File: src/rtl/k005849_pkg.sv
// Video timing chip definitions
`default_nettype none

package k005849_pkg;

	// ====================
	// CPU bus
	// ====================

	localparam int ADDR_W = 14;
	localparam int DATA_W = 8;

	// Address bits 13..12 pick the register page or the external I/O decoder
	localparam logic [1:0] REG_PAGE = 2'd2;
	localparam logic [1:0] IO_PAGE = 2'd3;

	// Register block sits at 0x2040, eight offsets wide
	localparam logic [ADDR_W-1:0] REG_BASE = 14'h2040;
	localparam logic [2:0] REG_COUNT = 3'd5;
	localparam logic [2:0] REG_READABLE = 3'd4;

	// Register offsets that carry live control bits
	localparam logic [2:0] REG_CTRL = 3'd3;
	localparam logic [2:0] REG_INT = 3'd4;

	// Bit positions inside those registers
	localparam logic [2:0] BIT_HMASK = 3'd7;
	localparam logic [2:0] BIT_NMI_EN = 3'd0;
	localparam logic [2:0] BIT_IRQ_EN = 3'd1;
	localparam logic [2:0] BIT_FIRQ_EN = 3'd2;

	// ====================
	// Raster
	// ====================

	localparam int CNT_W = 9;

	localparam logic [CNT_W-1:0] H_TOTAL = 9'd384;
	localparam logic [CNT_W-1:0] H_LAST = H_TOTAL - 9'd1;
	localparam logic [CNT_W-1:0] V_LAST = 9'd263;

	// Horizontal blank points, in pixels
	localparam logic [CNT_W-1:0] H_MASK_ON = 9'd5;
	localparam logic [CNT_W-1:0] H_MASK_OFF = 9'd13;
	localparam logic [CNT_W-1:0] H_ACTIVE_END = 9'd253;
	localparam logic [CNT_W-1:0] H_BLANK_START = 9'd261;

	// Vertical blank points, in lines
	localparam logic [CNT_W-1:0] V_BLANK_END = 9'd15;
	localparam logic [CNT_W-1:0] V_BLANK_START = 9'd239;

	// Sync placement before the centering offsets
	localparam logic [CNT_W-1:0] HSYNC_START = 9'd293;
	localparam logic [CNT_W-1:0] HSYNC_LEN = 9'd32;
	localparam logic [CNT_W-1:0] VSYNC_START = 9'd254;
	localparam logic [CNT_W-1:0] VSYNC_LEN = 9'd8;

endpackage

`default_nettype wire

File: src/rtl/k005849_cpu_regs.sv
// CPU register file and selects
`timescale 1ns/1ps
`default_nettype none

module k005849_cpu_regs
	import k005849_pkg::*;
(
	input  wire                CK49,
	input  wire                arst_n,
	input  wire                xcs,
	input  wire                read,
	input  wire                buse,
	input  wire [ADDR_W-1:0]   a,
	input  wire [DATA_W-1:0]   dbi,
	output logic [DATA_W-1:0]  dbo,
	output logic               iocs,
	output logic               cs80,
	output logic               hmask_en,
	output logic               nmi_en,
	output logic               irq_en,
	output logic               firq_en
);

	// Five control registers, the last one write-only
	logic [DATA_W-1:0] regs [REG_COUNT];

	logic       reg_blk;
	logic [2:0] reg_ofs;
	logic       reg_wr;
	logic       reg_rd;

	// ====================
	// Address decode
	// ====================

	// The block is matched on the page bits and on bits 7..3 of the base
	// Bits 11..8 are not decoded, so the block mirrors through the page
	assign reg_blk = ~xcs && (a[13:12] == REG_PAGE) && (a[7:3] == REG_BASE[7:3]);
	assign reg_ofs = a[2:0];

	// The bus strobe is inverted: read high means the CPU is writing
	assign reg_wr = reg_blk && read && (reg_ofs < REG_COUNT);
	assign reg_rd = reg_blk && (reg_ofs < REG_READABLE);

	// External I/O decoder enable, active low
	assign iocs = ~(~xcs && (a[13:12] == IO_PAGE));

	// Companion chip select just mirrors our own select
	assign cs80 = xcs;

	// ====================
	// Register file
	// ====================

	always_ff @(posedge CK49 or negedge arst_n) begin
		if (!arst_n) begin
			for (int i = 0; i < REG_COUNT; i++) begin
				regs[i] <= '0;
			end
		end else if (reg_wr) begin
			regs[reg_ofs] <= dbi;
		end
	end

	// Bank, priority, scroll direction and flip bits are kept but unused
	assign hmask_en = regs[REG_CTRL][BIT_HMASK];
	assign nmi_en = regs[REG_INT][BIT_NMI_EN];
	assign irq_en = regs[REG_INT][BIT_IRQ_EN];
	assign firq_en = regs[REG_INT][BIT_FIRQ_EN];

	// ====================
	// Read-back
	// ====================

	// Bus released or nothing selected reads as all ones
	always_comb begin
		if (buse) begin
			dbo = '1;
		end else if (reg_rd) begin
			dbo = regs[reg_ofs];
		end else begin
			dbo = '1;
		end
	end

endmodule

`default_nettype wire

File: src/rtl/k005849_sync_irq.sv
// Sync and interrupt generation
`timescale 1ns/1ps
`default_nettype none

module k005849_sync_irq
	import k005849_pkg::*;
(
	input  wire              CK49,
	input  wire              arst_n,
	input  wire [CNT_W-1:0]  h_cnt,
	input  wire [CNT_W-1:0]  v_cnt,
	input  wire              vblank,
	input  wire              frame_odd,
	input  wire [3:0]        hctr,
	input  wire [3:0]        vctr,
	input  wire              nmi_en,
	input  wire              irq_en,
	input  wire              firq_en,
	output logic             hsyc,
	output logic             vsyc,
	output logic             sync,
	output logic             irq,
	output logic             nmi,
	output logic             firq
);

	logic [CNT_W-1:0] hs_start;
	logic [CNT_W-1:0] vs_start;

	logic vblank_q;
	logic vcnt4_q;
	logic vblank_rise;
	logic vcnt4_fall;

	// ====================
	// Sync
	// ====================

	// Bit 3 of hctr moves the pulse left, otherwise bits 2..0 move it right
	assign hs_start = hctr[3] ? (HSYNC_START - 9'd8 - {6'd0, ~hctr[2:0]})
	                          : (HSYNC_START + {6'd0, hctr[2:0]});

	// Vertical centering only ever pulls the pulse earlier
	assign vs_start = VSYNC_START - {5'd0, vctr};

	assign hsyc = ~((h_cnt >= hs_start) && (h_cnt < hs_start + HSYNC_LEN));
	assign vsyc = ~((v_cnt >= vs_start) && (v_cnt < vs_start + VSYNC_LEN));

	// Composite sync, inverted during the vertical pulse
	assign sync = hsyc ^ vsyc;

	// ====================
	// Interrupts
	// ====================

	// Edge detect stage, registered so each flag moves two cycles after its source
	// Line 0 lies in vertical blank, so the previous blank starts out high
	always_ff @(posedge CK49 or negedge arst_n) begin
		if (!arst_n) begin
			vblank_q <= 1'b1;
			vcnt4_q <= 1'b0;
			vblank_rise <= 1'b0;
			vcnt4_fall <= 1'b0;
		end else begin
			vblank_q <= vblank;
			vcnt4_q <= v_cnt[4];
			vblank_rise <= vblank && !vblank_q;
			vcnt4_fall <= vcnt4_q && !v_cnt[4];
		end
	end

	// Each flag is held inactive by its enable and latches low on its event
	// IRQ fires every vertical blank, NMI every 32 lines,
	// FIRQ on the blanks where the frame parity is odd
	always_ff @(posedge CK49 or negedge arst_n) begin
		if (!arst_n) begin
			irq <= 1'b1;
			nmi <= 1'b1;
			firq <= 1'b1;
		end else begin
			if (!irq_en) begin
				irq <= 1'b1;
			end else if (vblank_rise) begin
				irq <= 1'b0;
			end
			if (!nmi_en) begin
				nmi <= 1'b1;
			end else if (vcnt4_fall) begin
				nmi <= 1'b0;
			end
			if (!firq_en) begin
				firq <= 1'b1;
			end else if (vblank_rise && frame_odd) begin
				firq <= 1'b0;
			end
		end
	end

endmodule

`default_nettype wire

File: src/rtl/k005849_top.sv
// Video timing chip top level
`timescale 1ns/1ps
`default_nettype none

module k005849_top
	import k005849_pkg::*;
#(
	parameter int PIX_DIV_LOG2 = 3
)
(
	input  wire               CK49,
	input  wire               arst_n,
	input  wire               xcs,
	input  wire               read,
	input  wire               buse,
	input  wire [ADDR_W-1:0]  a,
	input  wire [DATA_W-1:0]  dbi,
	input  wire [3:0]         hctr,
	input  wire [3:0]         vctr,
	output wire [DATA_W-1:0]  dbo,
	output wire               iocs,
	output wire               cs80,
	output wire               hsyc,
	output wire               vsyc,
	output wire               sync,
	output wire               hblk,
	output wire               vblk,
	output wire               irq,
	output wire               nmi,
	output wire               firq
);

	// Control bits from the register file
	wire hmask_en;
	wire nmi_en;
	wire irq_en;
	wire firq_en;

	// Raster state shared by blanking, sync and interrupts
	wire [CNT_W-1:0] h_cnt;
	wire [CNT_W-1:0] v_cnt;
	wire             frame_odd;

	k005849_cpu_regs u_regs (
		.CK49     (CK49),
		.arst_n   (arst_n),
		.xcs      (xcs),
		.read     (read),
		.buse     (buse),
		.a        (a),
		.dbi      (dbi),
		.dbo      (dbo),
		.iocs     (iocs),
		.cs80     (cs80),
		.hmask_en (hmask_en),
		.nmi_en   (nmi_en),
		.irq_en   (irq_en),
		.firq_en  (firq_en)
	);

	k005849_video_timing #(
		.PIX_DIV_LOG2 (PIX_DIV_LOG2)
	) u_timing (
		.CK49      (CK49),
		.arst_n    (arst_n),
		.hmask_en  (hmask_en),
		.pix_en    (),
		.h_cnt     (h_cnt),
		.v_cnt     (v_cnt),
		.hblank    (hblk),
		.vblank    (vblk),
		.frame_odd (frame_odd)
	);

	k005849_sync_irq u_sync_irq (
		.CK49      (CK49),
		.arst_n    (arst_n),
		.h_cnt     (h_cnt),
		.v_cnt     (v_cnt),
		.vblank    (vblk),
		.frame_odd (frame_odd),
		.hctr      (hctr),
		.vctr      (vctr),
		.nmi_en    (nmi_en),
		.irq_en    (irq_en),
		.firq_en   (firq_en),
		.hsyc      (hsyc),
		.vsyc      (vsyc),
		.sync      (sync),
		.irq       (irq),
		.nmi       (nmi),
		.firq      (firq)
	);

endmodule

`default_nettype wire

File: src/rtl/k005849_video_timing.sv
// Pixel enable and raster counters
`timescale 1ns/1ps
`default_nettype none

module k005849_video_timing
	import k005849_pkg::*;
#(
	parameter int PIX_DIV_LOG2 = 3
)
(
	input  wire               CK49,
	input  wire               arst_n,
	input  wire               hmask_en,
	output logic              pix_en,
	output logic [CNT_W-1:0]  h_cnt,
	output logic [CNT_W-1:0]  v_cnt,
	output logic              hblank,
	output logic              vblank,
	output logic              frame_odd
);

	logic [PIX_DIV_LOG2-1:0] div;

	logic h_base;
	logic h_left;
	logic h_right;
	logic h_wrap;

	// ====================
	// Pixel enable
	// ====================

	// Free-running divider off the master clock
	always_ff @(posedge CK49 or negedge arst_n) begin
		if (!arst_n) begin
			div <= '0;
		end else begin
			div <= div + 1'b1;
		end
	end

	// One master cycle in every 2**PIX_DIV_LOG2
	assign pix_en = (div == '0);

	// ====================
	// Raster counters
	// ====================

	assign h_wrap = (h_cnt == H_LAST);

	// Horizontal counter steps each pixel, vertical counter steps each line
	always_ff @(posedge CK49 or negedge arst_n) begin
		if (!arst_n) begin
			h_cnt <= '0;
			v_cnt <= '0;
			frame_odd <= 1'b0;
		end else if (pix_en) begin
			if (h_wrap) begin
				h_cnt <= '0;
				if (v_cnt == V_LAST) begin
					v_cnt <= '0;
				end else begin
					v_cnt <= v_cnt + 1'b1;
				end
				// Parity flips on the same edge that opens vertical blank
				if (v_cnt == V_BLANK_START - 1'b1) begin
					frame_odd <= ~frame_odd;
				end
			end else begin
				h_cnt <= h_cnt + 1'b1;
			end
		end
	end

	// ====================
	// Blanking
	// ====================

	// Base horizontal blank wraps across the end of the line
	assign h_base = (h_cnt >= H_BLANK_START) || (h_cnt < H_MASK_ON);

	// Edge columns hidden by the mask bit, 8 pixels at each side
	assign h_left = (h_cnt >= H_MASK_ON) && (h_cnt < H_MASK_OFF);
	assign h_right = (h_cnt >= H_ACTIVE_END) && (h_cnt < H_BLANK_START);

	assign hblank = h_base || (hmask_en && (h_left || h_right));

	// Vertical blank also wraps, covering the bottom and top border lines
	assign vblank = (v_cnt >= V_BLANK_START) || (v_cnt < V_BLANK_END);

endmodule

`default_nettype wire

File: config.mk
export PLATFORM = sky130hd
export DESIGN_NAME = k005849_top
export DESIGN_NICKNAME = d
export VERILOG_FILES = /design/src/rtl/k005849_pkg.sv /design/src/rtl/k005849_cpu_regs.sv /design/src/rtl/k005849_sync_irq.sv /design/src/rtl/k005849_top.sv /design/src/rtl/k005849_video_timing.sv
export SDC_FILE = /design/constraint.sdc
export NUM_CORES = 1
export LEC_CHECK = 0
export ABC_AREA = 1
export BUFFER_PORTS_ARGS = -buffer_cell sky130_fd_sc_hd__buf_4
export CORE_ASPECT_RATIO = 0.75
export CORE_MARGIN = 4
export CORE_UTILIZATION = 40
export DETAILED_ROUTE_END_ITERATION = 16
export GPL_TIMING_DRIVEN = 0
export PLACE_DENSITY = 0.58
export SLEW_MARGIN = 40
export SYNTH_ARGS = -nofsm -noshare
export SYNTH_HDL_FRONTEND = slang
export SYNTH_SLANG_ARGS = --single-unit
File: constraint.sdc
create_clock -name CK49 -period 3 [get_ports CK49]
set_clock_uncertainty 0.1 [all_clocks]
set_input_delay 0.6 -clock CK49 [delete_from_list [all_inputs] [get_ports CK49]]
set_output_delay 0.6 -clock CK49 [all_outputs]
set_load 0.02 [all_outputs]
==> results_tabular.tex, run 1 <==
\begin{tabular}{lr}
\hline
Metric & Value \\
\hline
\multicolumn{2}{l}{\textbf{Status}} \\
Run status & finished clean \\
\multicolumn{2}{l}{\textbf{Route}} \\
Avg WL per Cell & 12.9 microns \\
Vias after detailed routing & around 3600 \\
First drt pass iteration count & 5 \\
Starting DRT DRC Count & 246 \\
Avg Vias per Cell & $\sim$5 \\
Post-Route WL & roughly 9500 microns \\
Residual DRC count & 0 \\
Detail Route Antenna Nets & 0 \\
\multicolumn{2}{l}{\textbf{Floorplanning}} \\
Die height & just under 100 microns \\
Die X-Extent & roughly 130 microns \\
Floorplan die area & around 12000 sq um \\
Starting density of the core & 0.409 \\
Cell Rows & 32 \\
Floorplan Core Area & $\sim$10000 sq um \\
Top-level I/O count & 53 \\
\multicolumn{2}{l}{\textbf{Layout}} \\
Area growth from synthesis to final layout & 25.5\% \\
Proportion of layout cells with a drive suffix above 1 & 0.241 \\
Nets@finish & $\sim$660 \\
Diode insertion count for antenna repair & 0 \\
Final instance area & around 5300 sq um \\
\multicolumn{2}{l}{\textbf{Pwr}} \\
Cell area power density & 433 nW/um\^{}2 \\
Leakage power & around 2.6 nW \\
Largest vdd supply drop & 0.000276 V \\
\multicolumn{2}{l}{\textbf{Synthesis}} \\
Net count after synthesis & about 600 \\
Post-Syn Area per Cell & approximately 7.9 sq um \\
Number of library cell types mapped by synthesis & 34 \\
Part of the Yosys area used for sequential elements & 0.408 \\
Register bit count reported by yosys & 68 \\
Combined area of all synthesized cells & about 4200 sq um \\
Number of standard cells after synthesis & $\sim$530 \\
Synth top area cells & sky130\_fd\_sc\_hd\_\_dfrtp\_1, sky130\_fd\_sc\_hd\_\_nand2\_1, sky130\_fd\_sc\_hd\_\_ha\_1 \\
Biggest area consumer among synthesized cells & sky130\_fd\_sc\_hd\_\_dfrtp\_1 \\
Fraction of synthesized cell area taken by the top area cell type & 0.382 \\
Yosys synthesis warning count & 0 \\
\multicolumn{2}{l}{\textbf{STA}} \\
Final count of negative-setup-slack endpoints & 0 \\
RSZ-0062 raised after global routing & yes \\
Maximum clock rate & between 0.3 and 0.4 GHz \\
Period utilisation layout & 0.990 \\
Pins Over Slew Limit & 0 \\
Slew at the pin closest to its max-slew limit & roughly 0.64 ns \\
Fin. Hold Viols & 0 \\
Time the final worst path needs with I/O delays and setup & 2.97 ns \\
Rel. slew slack & 0.572 \\
Final hold slack & $\sim$0.16 ns \\
\multicolumn{2}{l}{\textbf{Global routing}} \\
Pin count of the biggest net entering global routing & between 60 and 70 \\
Global Route Usage Sum & 0.165 \\
Global-route wire length before repair & 16600 microns \\
Number of global-route vias before repair & between 3000 and 4000 \\
Remaining global-route overflow & 0 \\
Antenna violations before repair & 0 \\
\multicolumn{2}{l}{\textbf{Hold path}} \\
Hold crit path type & in -> async \\
\multicolumn{2}{l}{\textbf{Flow run}} \\
Number of maximum-capacitance violations & 0 \\
\multicolumn{2}{l}{\textbf{Worst setup path}} \\
Worst setup path class & in -> out \\
Reg2Reg Depth & 9 \\
Type of destination of the critical path & output pin \\
Worst path arrival time & approximately 2.3 ns \\
Critical-path top delay cell & sky130\_fd\_sc\_hd\_\_ha\_4 \\
Critical-path cell list & buf\_8, nand3\_4, xor2\_2, inv\_2, ha\_4, inv\_2, ha\_4, nand2\_2, nor2\_1, nand2\_1, nand3\_2, nand2\_2, nand2\_2, nor2\_1, nand2\_1, nand2\_1, buf\_6 \\
Minimum setup slack among reg-to-reg paths & 1.20 ns \\
CP max FO & 3 \\
Endpoint of the lowest-slack register-to-register path & u\_timing.v\_cnt[6]\$\_DFFE\_PN0P\_ \\
Required time at the worst-slack endpoint & about 2.3 ns \\
Critical path startpoint category & input pin \\
Launch point of the worst reg-to-reg path & u\_timing.div[0]\$\_DFF\_PN0\_ \\
Slowest stage delay, CP & 0.27 ns \\
\multicolumn{2}{l}{\textbf{Placed design}} \\
Count of input and output buffers & 48 \\
GP Congestion & between 0.8 and 0.9 \\
Placed Instance Area & between 4000 and 5000 sq um \\
Post-detail-place hpwl & 7390 microns \\
\multicolumn{2}{l}{\textbf{CTS}} \\
H-tree depth & 3 \\
TritonCTS Sinks & slightly below 70 \\
Root buffer cell & sky130\_fd\_sc\_hd\_\_clkbuf\_16 \\
Clock tree from TritonCTS & yes \\
Skew-Pair Late Insertion Delay & 0.33 ns \\
Maximum clock insertion buffer count & 2 \\
Clock-pin slew on the worst setup and hold paths & about 0.05 ns \\
Hold Buf Count CTS & 0 \\
Clock buffer count from CTS & 9 \\
\hline
\end{tabular}
how the worst max path moves through the flow:
| stage | slack, ns | from | to |
|---|---|---|---|
| detailed placement | -0.18 | vctr[2] | sync |
| finish | 0.03 | vctr[2] | sync |
| global route | -0.11 | vctr[2] | sync |
| global placement | -0.15 | vctr[0] | sync |
| floorplan | 0.003 | vctr[2] | sync |
| CTS | 0.002 | hctr[0] | sync |
routing by layer:
metal  routed length [microns]  vias up  share of wire  track usage
met4                       112        0          0.012       0.0462
met5                         0        -              0            0
met1                      4980     1666           0.52        0.243
met3                       337        9          0.036       0.0430
met2                      4060       53           0.43        0.241
li1                          -     1848              -            -
through the flow:
stage / utilization / total power [mW] / setup WS (ns) / std cells / TNS, ns
after floorplan: - / 1.02 / 0.00313 / 528 / 0
after global placement: 0.460 / 1.09 / -0.146 / 712 / -0.190
after detailed placement: 0.461 / 1.10 / -0.180 / 712 / -0.257
after CTS: 0.509 / 2.32 / 0.00174 / 730 / 0
after global routing: 0.513 / 2.38 / -0.106 / 733 / -0.106
final: 0.513 / 2.28 / 0.0290 / 733 / 0
what timing repair did:
item | CTS | global route
pin swaps | 19 | 13
gates resized for setup | 36 | 4
setup endpoints to repair | 3 | 3
setup buffers | 2 | 3
registers in the layout, summed over array words and instances, names as in the netlist, 3 cells and up:
signal and cells:
u_timing.h_cnt 9, u_regs.regs 35, u_timing.v_cnt 9, u_timing.div 3
power by group:
part / switching [mW] / internal, mW
sequential: 0.00230 / 0.922
clock: 0.394 / 0.775
combinational: 0.108 / 0.0762
total: 0.504 / 1.77
critical path, delay by kind of cell:
family,cells,cell delay (ns)
buffers and inverters,4,0.35
adders and majority gates,2,0.53
xor gates and xnor gates,1,0.17
and+or+nand+nor,10,0.61
placed cells by master (no fill, tap or decap), types with 8 or more instances in the layout:
cell / count
sky130_fd_sc_hd__nand3_1: 18
sky130_fd_sc_hd__nand2_1: 173
sky130_fd_sc_hd__inv_1: 51
sky130_fd_sc_hd__o21ai_0: 13
sky130_fd_sc_hd__buf_4: 50
sky130_fd_sc_hd__nand4_1: 14
sky130_fd_sc_hd__dfrtp_1: 64
sky130_fd_sc_hd__inv_2: 9
sky130_fd_sc_hd__xor2_1: 8
sky130_fd_sc_hd__nand2_2: 9
sky130_fd_sc_hd__buf_6: 9
sky130_fd_sc_hd__clkbuf_16: 9
sky130_fd_sc_hd__o21ai_2: 15
sky130_fd_sc_hd__o21ai_1: 29
sky130_fd_sc_hd__ha_1: 23
sky130_fd_sc_hd__nor2_1: 36
area by class of cell:
class / count / area [sq um]
sequential: 68 / 1710
multi-input combinational: 392 / 2310
clock buffer: 11 / 253
inverter: 60 / 225
timing repair buffer: 53 / 428
clock inverter: 5 / 82.6
buffer: 8 / 78.8
tap: 136 / 170
fill: 1016 / 4990
cell families after synthesis:
group | Yosys count | share of synthesized area
and+or+nand+nor | 278 | 0.304
AOI/OAI and AO/OA | 73 | 0.105
buffers and inverters | 68 | 0.0726
DFF | 68 | 0.408
adders and majority gates | 28 | 0.0837
xor gates and xnor gates | 13 | 0.0272
Yosys cell counts (all sizes together):
library cell  number
buf                8
o41ai              1
a21boi             1
xnor2              4
nand3b             1
o21ai             57
inv               60
o211ai             2
nand3             30
dfrtp             64
o21bai             2
nor2              42
xor2               9
and3               1
ha                28
dfstp              4
nor3               7
nand4             15
nand2            182
a21oi              9
a31oi              1
Note: power is estimated with default switching activity, not from simulation.
==> run 2, diff against run 1 <==
==> constraint.sdc (replaced) <==
create_clock -name CK49 -period 3.3 [get_ports CK49]
set_clock_uncertainty 0.1 [all_clocks]
set_input_delay 0.66 -clock CK49 [delete_from_list [all_inputs] [get_ports CK49]]
set_output_delay 0.66 -clock CK49 [all_outputs]
set_load 0.02 [all_outputs]
==> results_tabular.tex, run 2 (synthesis gave the netlist of run 1 again) <==
\begin{tabular}{lr}
\hline
Metric & Value \\
\hline
\multicolumn{2}{l}{\textbf{Layout}} \\
Top Registers & u\_regs.regs (35), u\_timing.h\_cnt (9), u\_timing.v\_cnt (9) (unchanged) \\
Nets@finish & 653 (was 655) \\
Leading cell types in the layout, fill and taps excluded & sky130\_fd\_sc\_hd\_\_nand2\_1, sky130\_fd\_sc\_hd\_\_dfrtp\_1, sky130\_fd\_sc\_hd\_\_inv\_1 (unchanged) \\
Register Area & 1710 sq um (unchanged) \\
Number of flip-flops under the largest register name & 35 (unchanged) \\
Multi-input combinational cell area & 2250 sq um (was 2310 sq um) \\
Layout filler cell count & 1031 (was 1016) \\
Register ranked first by flip-flop count & u\_regs.regs (unchanged) \\
Proportion of layout cells with a drive suffix above 1 & 0.215 (was 0.241) \\
Most frequent standard cell in the layout excluding fill and tap cells & sky130\_fd\_sc\_hd\_\_nand2\_1 (unchanged) \\
Area growth from synthesis to final layout & 23.1\% (was 25.5\%) \\
Diode insertion count for antenna repair & 0 (unchanged) \\
\multicolumn{2}{l}{\textbf{Worst setup path}} \\
Minimum setup slack among reg-to-reg paths & 1.52 ns (was 1.20 ns) \\
Critical path startpoint category & input pin (unchanged) \\
Critical-path top delay cell & sky130\_fd\_sc\_hd\_\_ha\_1 (was sky130\_fd\_sc\_hd\_\_ha\_4) \\
CP delay by family, top & simple AND/OR/NAND/NOR gates (unchanged) \\
Destination of the critical timing path & sync (unchanged) \\
Required time at the worst-slack endpoint & 2.54 ns (was 2.30 ns) \\
Setup crit start & vctr[0] (was vctr[2]) \\
Reg2Reg Depth & 9 (unchanged) \\
Slowest stage delay, CP & 0.30 ns (was 0.27 ns) \\
CP max FO & 4 (was 3) \\
Worst setup path class & in -> out (unchanged) \\
Endpoint of the lowest-slack register-to-register path & u\_timing.v\_cnt[6]\$\_DFFE\_PN0P\_ (unchanged) \\
Worst path bufs/invs & 3 (was 4) \\
Count of cell instances traversed by the critical path & 14 (was 17) \\
Critical-path cell list & buf\_4, ha\_1, nand3\_2, ha\_4, inv\_1, ha\_1, nand3\_1, nor2\_1, nor2\_1, nand2\_1, nor2\_1, nand2\_1, nand2\_1, buf\_4 (was buf\_8, nand3\_4, xor2\_2, inv\_2, ha\_4, inv\_2, ha\_4, nand2\_2, nor2\_1, nand2\_1, nand3\_2, nand2\_2, nand2\_2, nor2\_1, nand2\_1, nand2\_1, buf\_6) \\
Launch point of the worst reg-to-reg path & u\_timing.div[0]\$\_DFF\_PN0\_ (unchanged) \\
Worst path arrival time & 2.40 ns (was 2.27 ns) \\
Type of destination of the critical path & output pin (unchanged) \\
\multicolumn{2}{l}{\textbf{STA}} \\
Maximum clock rate & between 0.3 and 0.4 GHz \\
Final-layout setup total negative slack & 0 ns (unchanged) \\
Slew at the pin closest to its max-slew limit & 0.639 ns (about the same) \\
Rel. slew slack & 0.571 (was 0.572) \\
Time the final worst path needs with I/O delays and setup & $\sim$3.2 ns \\
Period utilisation layout & 0.958 \\
Pins Over Slew Limit & 0 (unchanged) \\
Final count of negative-setup-slack endpoints & 0 (unchanged) \\
Fin. Hold Viols & 0 (unchanged) \\
\multicolumn{2}{l}{\textbf{Floorplanning}} \\
Cell Rows & 32 (unchanged) \\
Floorplan die area & 12200 sq um (unchanged) \\
Top-level I/O count & 53 (unchanged) \\
Starting density of the core & 0.409 (unchanged) \\
Die X-Extent & 126 microns (unchanged) \\
Die height & 96.6 microns (unchanged) \\
Floorplan Core Area & 10200 sq um (unchanged) \\
\multicolumn{2}{l}{\textbf{Pwr}} \\
Cell area power density & 399 nW/um\^{}2 (was 433 nW/um\^{}2) \\
Leakage power & 2.59 nW (was 2.62 nW) \\
Largest vdd supply drop & 0.000251 V (was 0.000276 V) \\
Post-layout power & 2.06 mW (was 2.28 mW) \\
\multicolumn{2}{l}{\textbf{Global routing}} \\
Antenna violations before repair & 0 (unchanged) \\
Pin count of the biggest net entering global routing & 69 (unchanged) \\
Remaining global-route overflow & 0 (unchanged) \\
Global-route wire length before repair & 16400 microns (was 16600 microns) \\
Global Route Usage Sum & 0.164 (was 0.165) \\
Number of global-route vias before repair & 3383 (was 3421) \\
\multicolumn{2}{l}{\textbf{Route}} \\
Post-Route WL & 9490 microns (about the same) \\
Detail Route Antenna Nets & 0 (unchanged) \\
Residual DRC count & 0 (unchanged) \\
Avg WL per Cell & 13.0 microns (was 12.9 microns) \\
Vias after detailed routing & 3559 (was 3576) \\
Starting DRT DRC Count & 260 (was 246) \\
First drt pass iteration count & 4 (was 5) \\
Avg Vias per Cell & 4.87 (was 4.88) \\
\multicolumn{2}{l}{\textbf{CTS}} \\
Root buffer cell & sky130\_fd\_sc\_hd\_\_clkbuf\_16 (unchanged) \\
Clock-pin slew on the worst setup and hold paths & 0.05 ns (about the same) \\
TritonCTS Sinks & 68 (unchanged) \\
H-tree depth & 3 (unchanged) \\
Clock tree from TritonCTS & yes (unchanged) \\
Skew-Pair Late Insertion Delay & 0.33 ns (about the same) \\
Maximum clock insertion buffer count & 2 (unchanged) \\
Clock buffer count from CTS & 9 (unchanged) \\
\multicolumn{2}{l}{\textbf{Status}} \\
Run status & finished clean (unchanged) \\
\multicolumn{2}{l}{\textbf{Placed design}} \\
Post-detail-place hpwl & 7390 microns (unchanged) \\
Count of input and output buffers & 48 (unchanged) \\
GP Congestion & 0.858 (unchanged) \\
\multicolumn{2}{l}{\textbf{Hold path}} \\
Hold crit path type & in -> async (unchanged) \\
\multicolumn{2}{l}{\textbf{Flow run}} \\
Number of maximum-capacitance violations & 0 (unchanged) \\
\hline
\end{tabular}
==> run 2: cell count changes in the layout (fill, tap and decap cells not counted), sizes merged <==
cell / before / now
buf: 61 / 59
==> run 2: stage by stage <==
step	setup slack (ns)	util	cells	cell area, sq um	hold WS (ns)
2_1_floorplan	0.183	-	528	4190	0.264
5_1_grt	-0.0280	0.503	731	5160	0.285
6_report	0.139	0.503	731	5160	0.215
3_5_place_dp	0.0000897	0.461	712	4720	0.307
4_1_cts	0.0182	0.494	729	5060	0.249
3_3_place_gp	0.0344	0.460	712	4720	0.282
==> run 2: worst min-delay path by stage <==
stage                                   to  slack, ns  cells after the start
4_1_cts        u_regs.regs[39]$_DFFE_PN0P_       0.25                      1
6_report       u_regs.regs[39]$_DFFE_PN0P_       0.22                      1
3_5_place_dp    u_sync_irq.nmi$_DFFE_PN1P_       0.31                      1
5_1_grt        u_regs.regs[39]$_DFFE_PN0P_       0.29                      1
3_3_place_gp    u_sync_irq.nmi$_DFFE_PN1P_       0.28                      1
2_1_floorplan   u_regs.firq_en$_DFFE_PN0P_       0.26                      0
==> run 2: worst register-to-register path: cells and delay by family, from the launching register on <==
family	cells	cell delay (ns)
AND/OR/NAND/NOR	5	0.76
flip-flops	1	0.38
AO/OA/AOI/OAI	1	0.16
adder cells (fa/ha/maj)	1	0.14
buffers and inverters	2	0.13
==> run 2: repair_timing <==
action / CTS / global route
endpoints found under the setup margin: 1 / 2
pin swaps: 1 / 4
setup buffers: 1 / 2
resized for setup: 0 / 16
hold buffers: 0 / 0
==> run 2: report_power, final <==
| group | switching, mW | internal (mW) | total (mW) | leakage, nW |
|---|---|---|---|---|
| Clock | 0.356 | 0.705 | 1.06 | 0.166 |
| Sequential | 0.00208 | 0.838 | 0.840 | 0.916 |
| Combinational | 0.0937 | 0.0618 | 0.155 | 1.51 |
==> run 2: layout make-up <==
| type | count | area share |
|---|---|---|
| flip-flops and latches | 68 | 0.331 |
| clock inverters | 5 | 0.0160 |
| clock buffers | 11 | 0.0490 |
| repair buffers | 51 | 0.0750 |
| well taps | 136 | 0.0330 |
| plain buffers | 8 | 0.0153 |
| multi-input cells | 392 | 0.437 |
| inverters | 60 | 0.0437 |
==> run 2: routing by layer <==
metal | global-route usage | up-vias | wire (microns)
li1 | - | 1839 | -
met1 | 0.242 | 1656 | 4940
met2 | 0.236 | 55 | 4030
met3 | 0.0430 | 9 | 405
met4 | 0.0462 | 0 | 112
met5 | 0 | - | 0
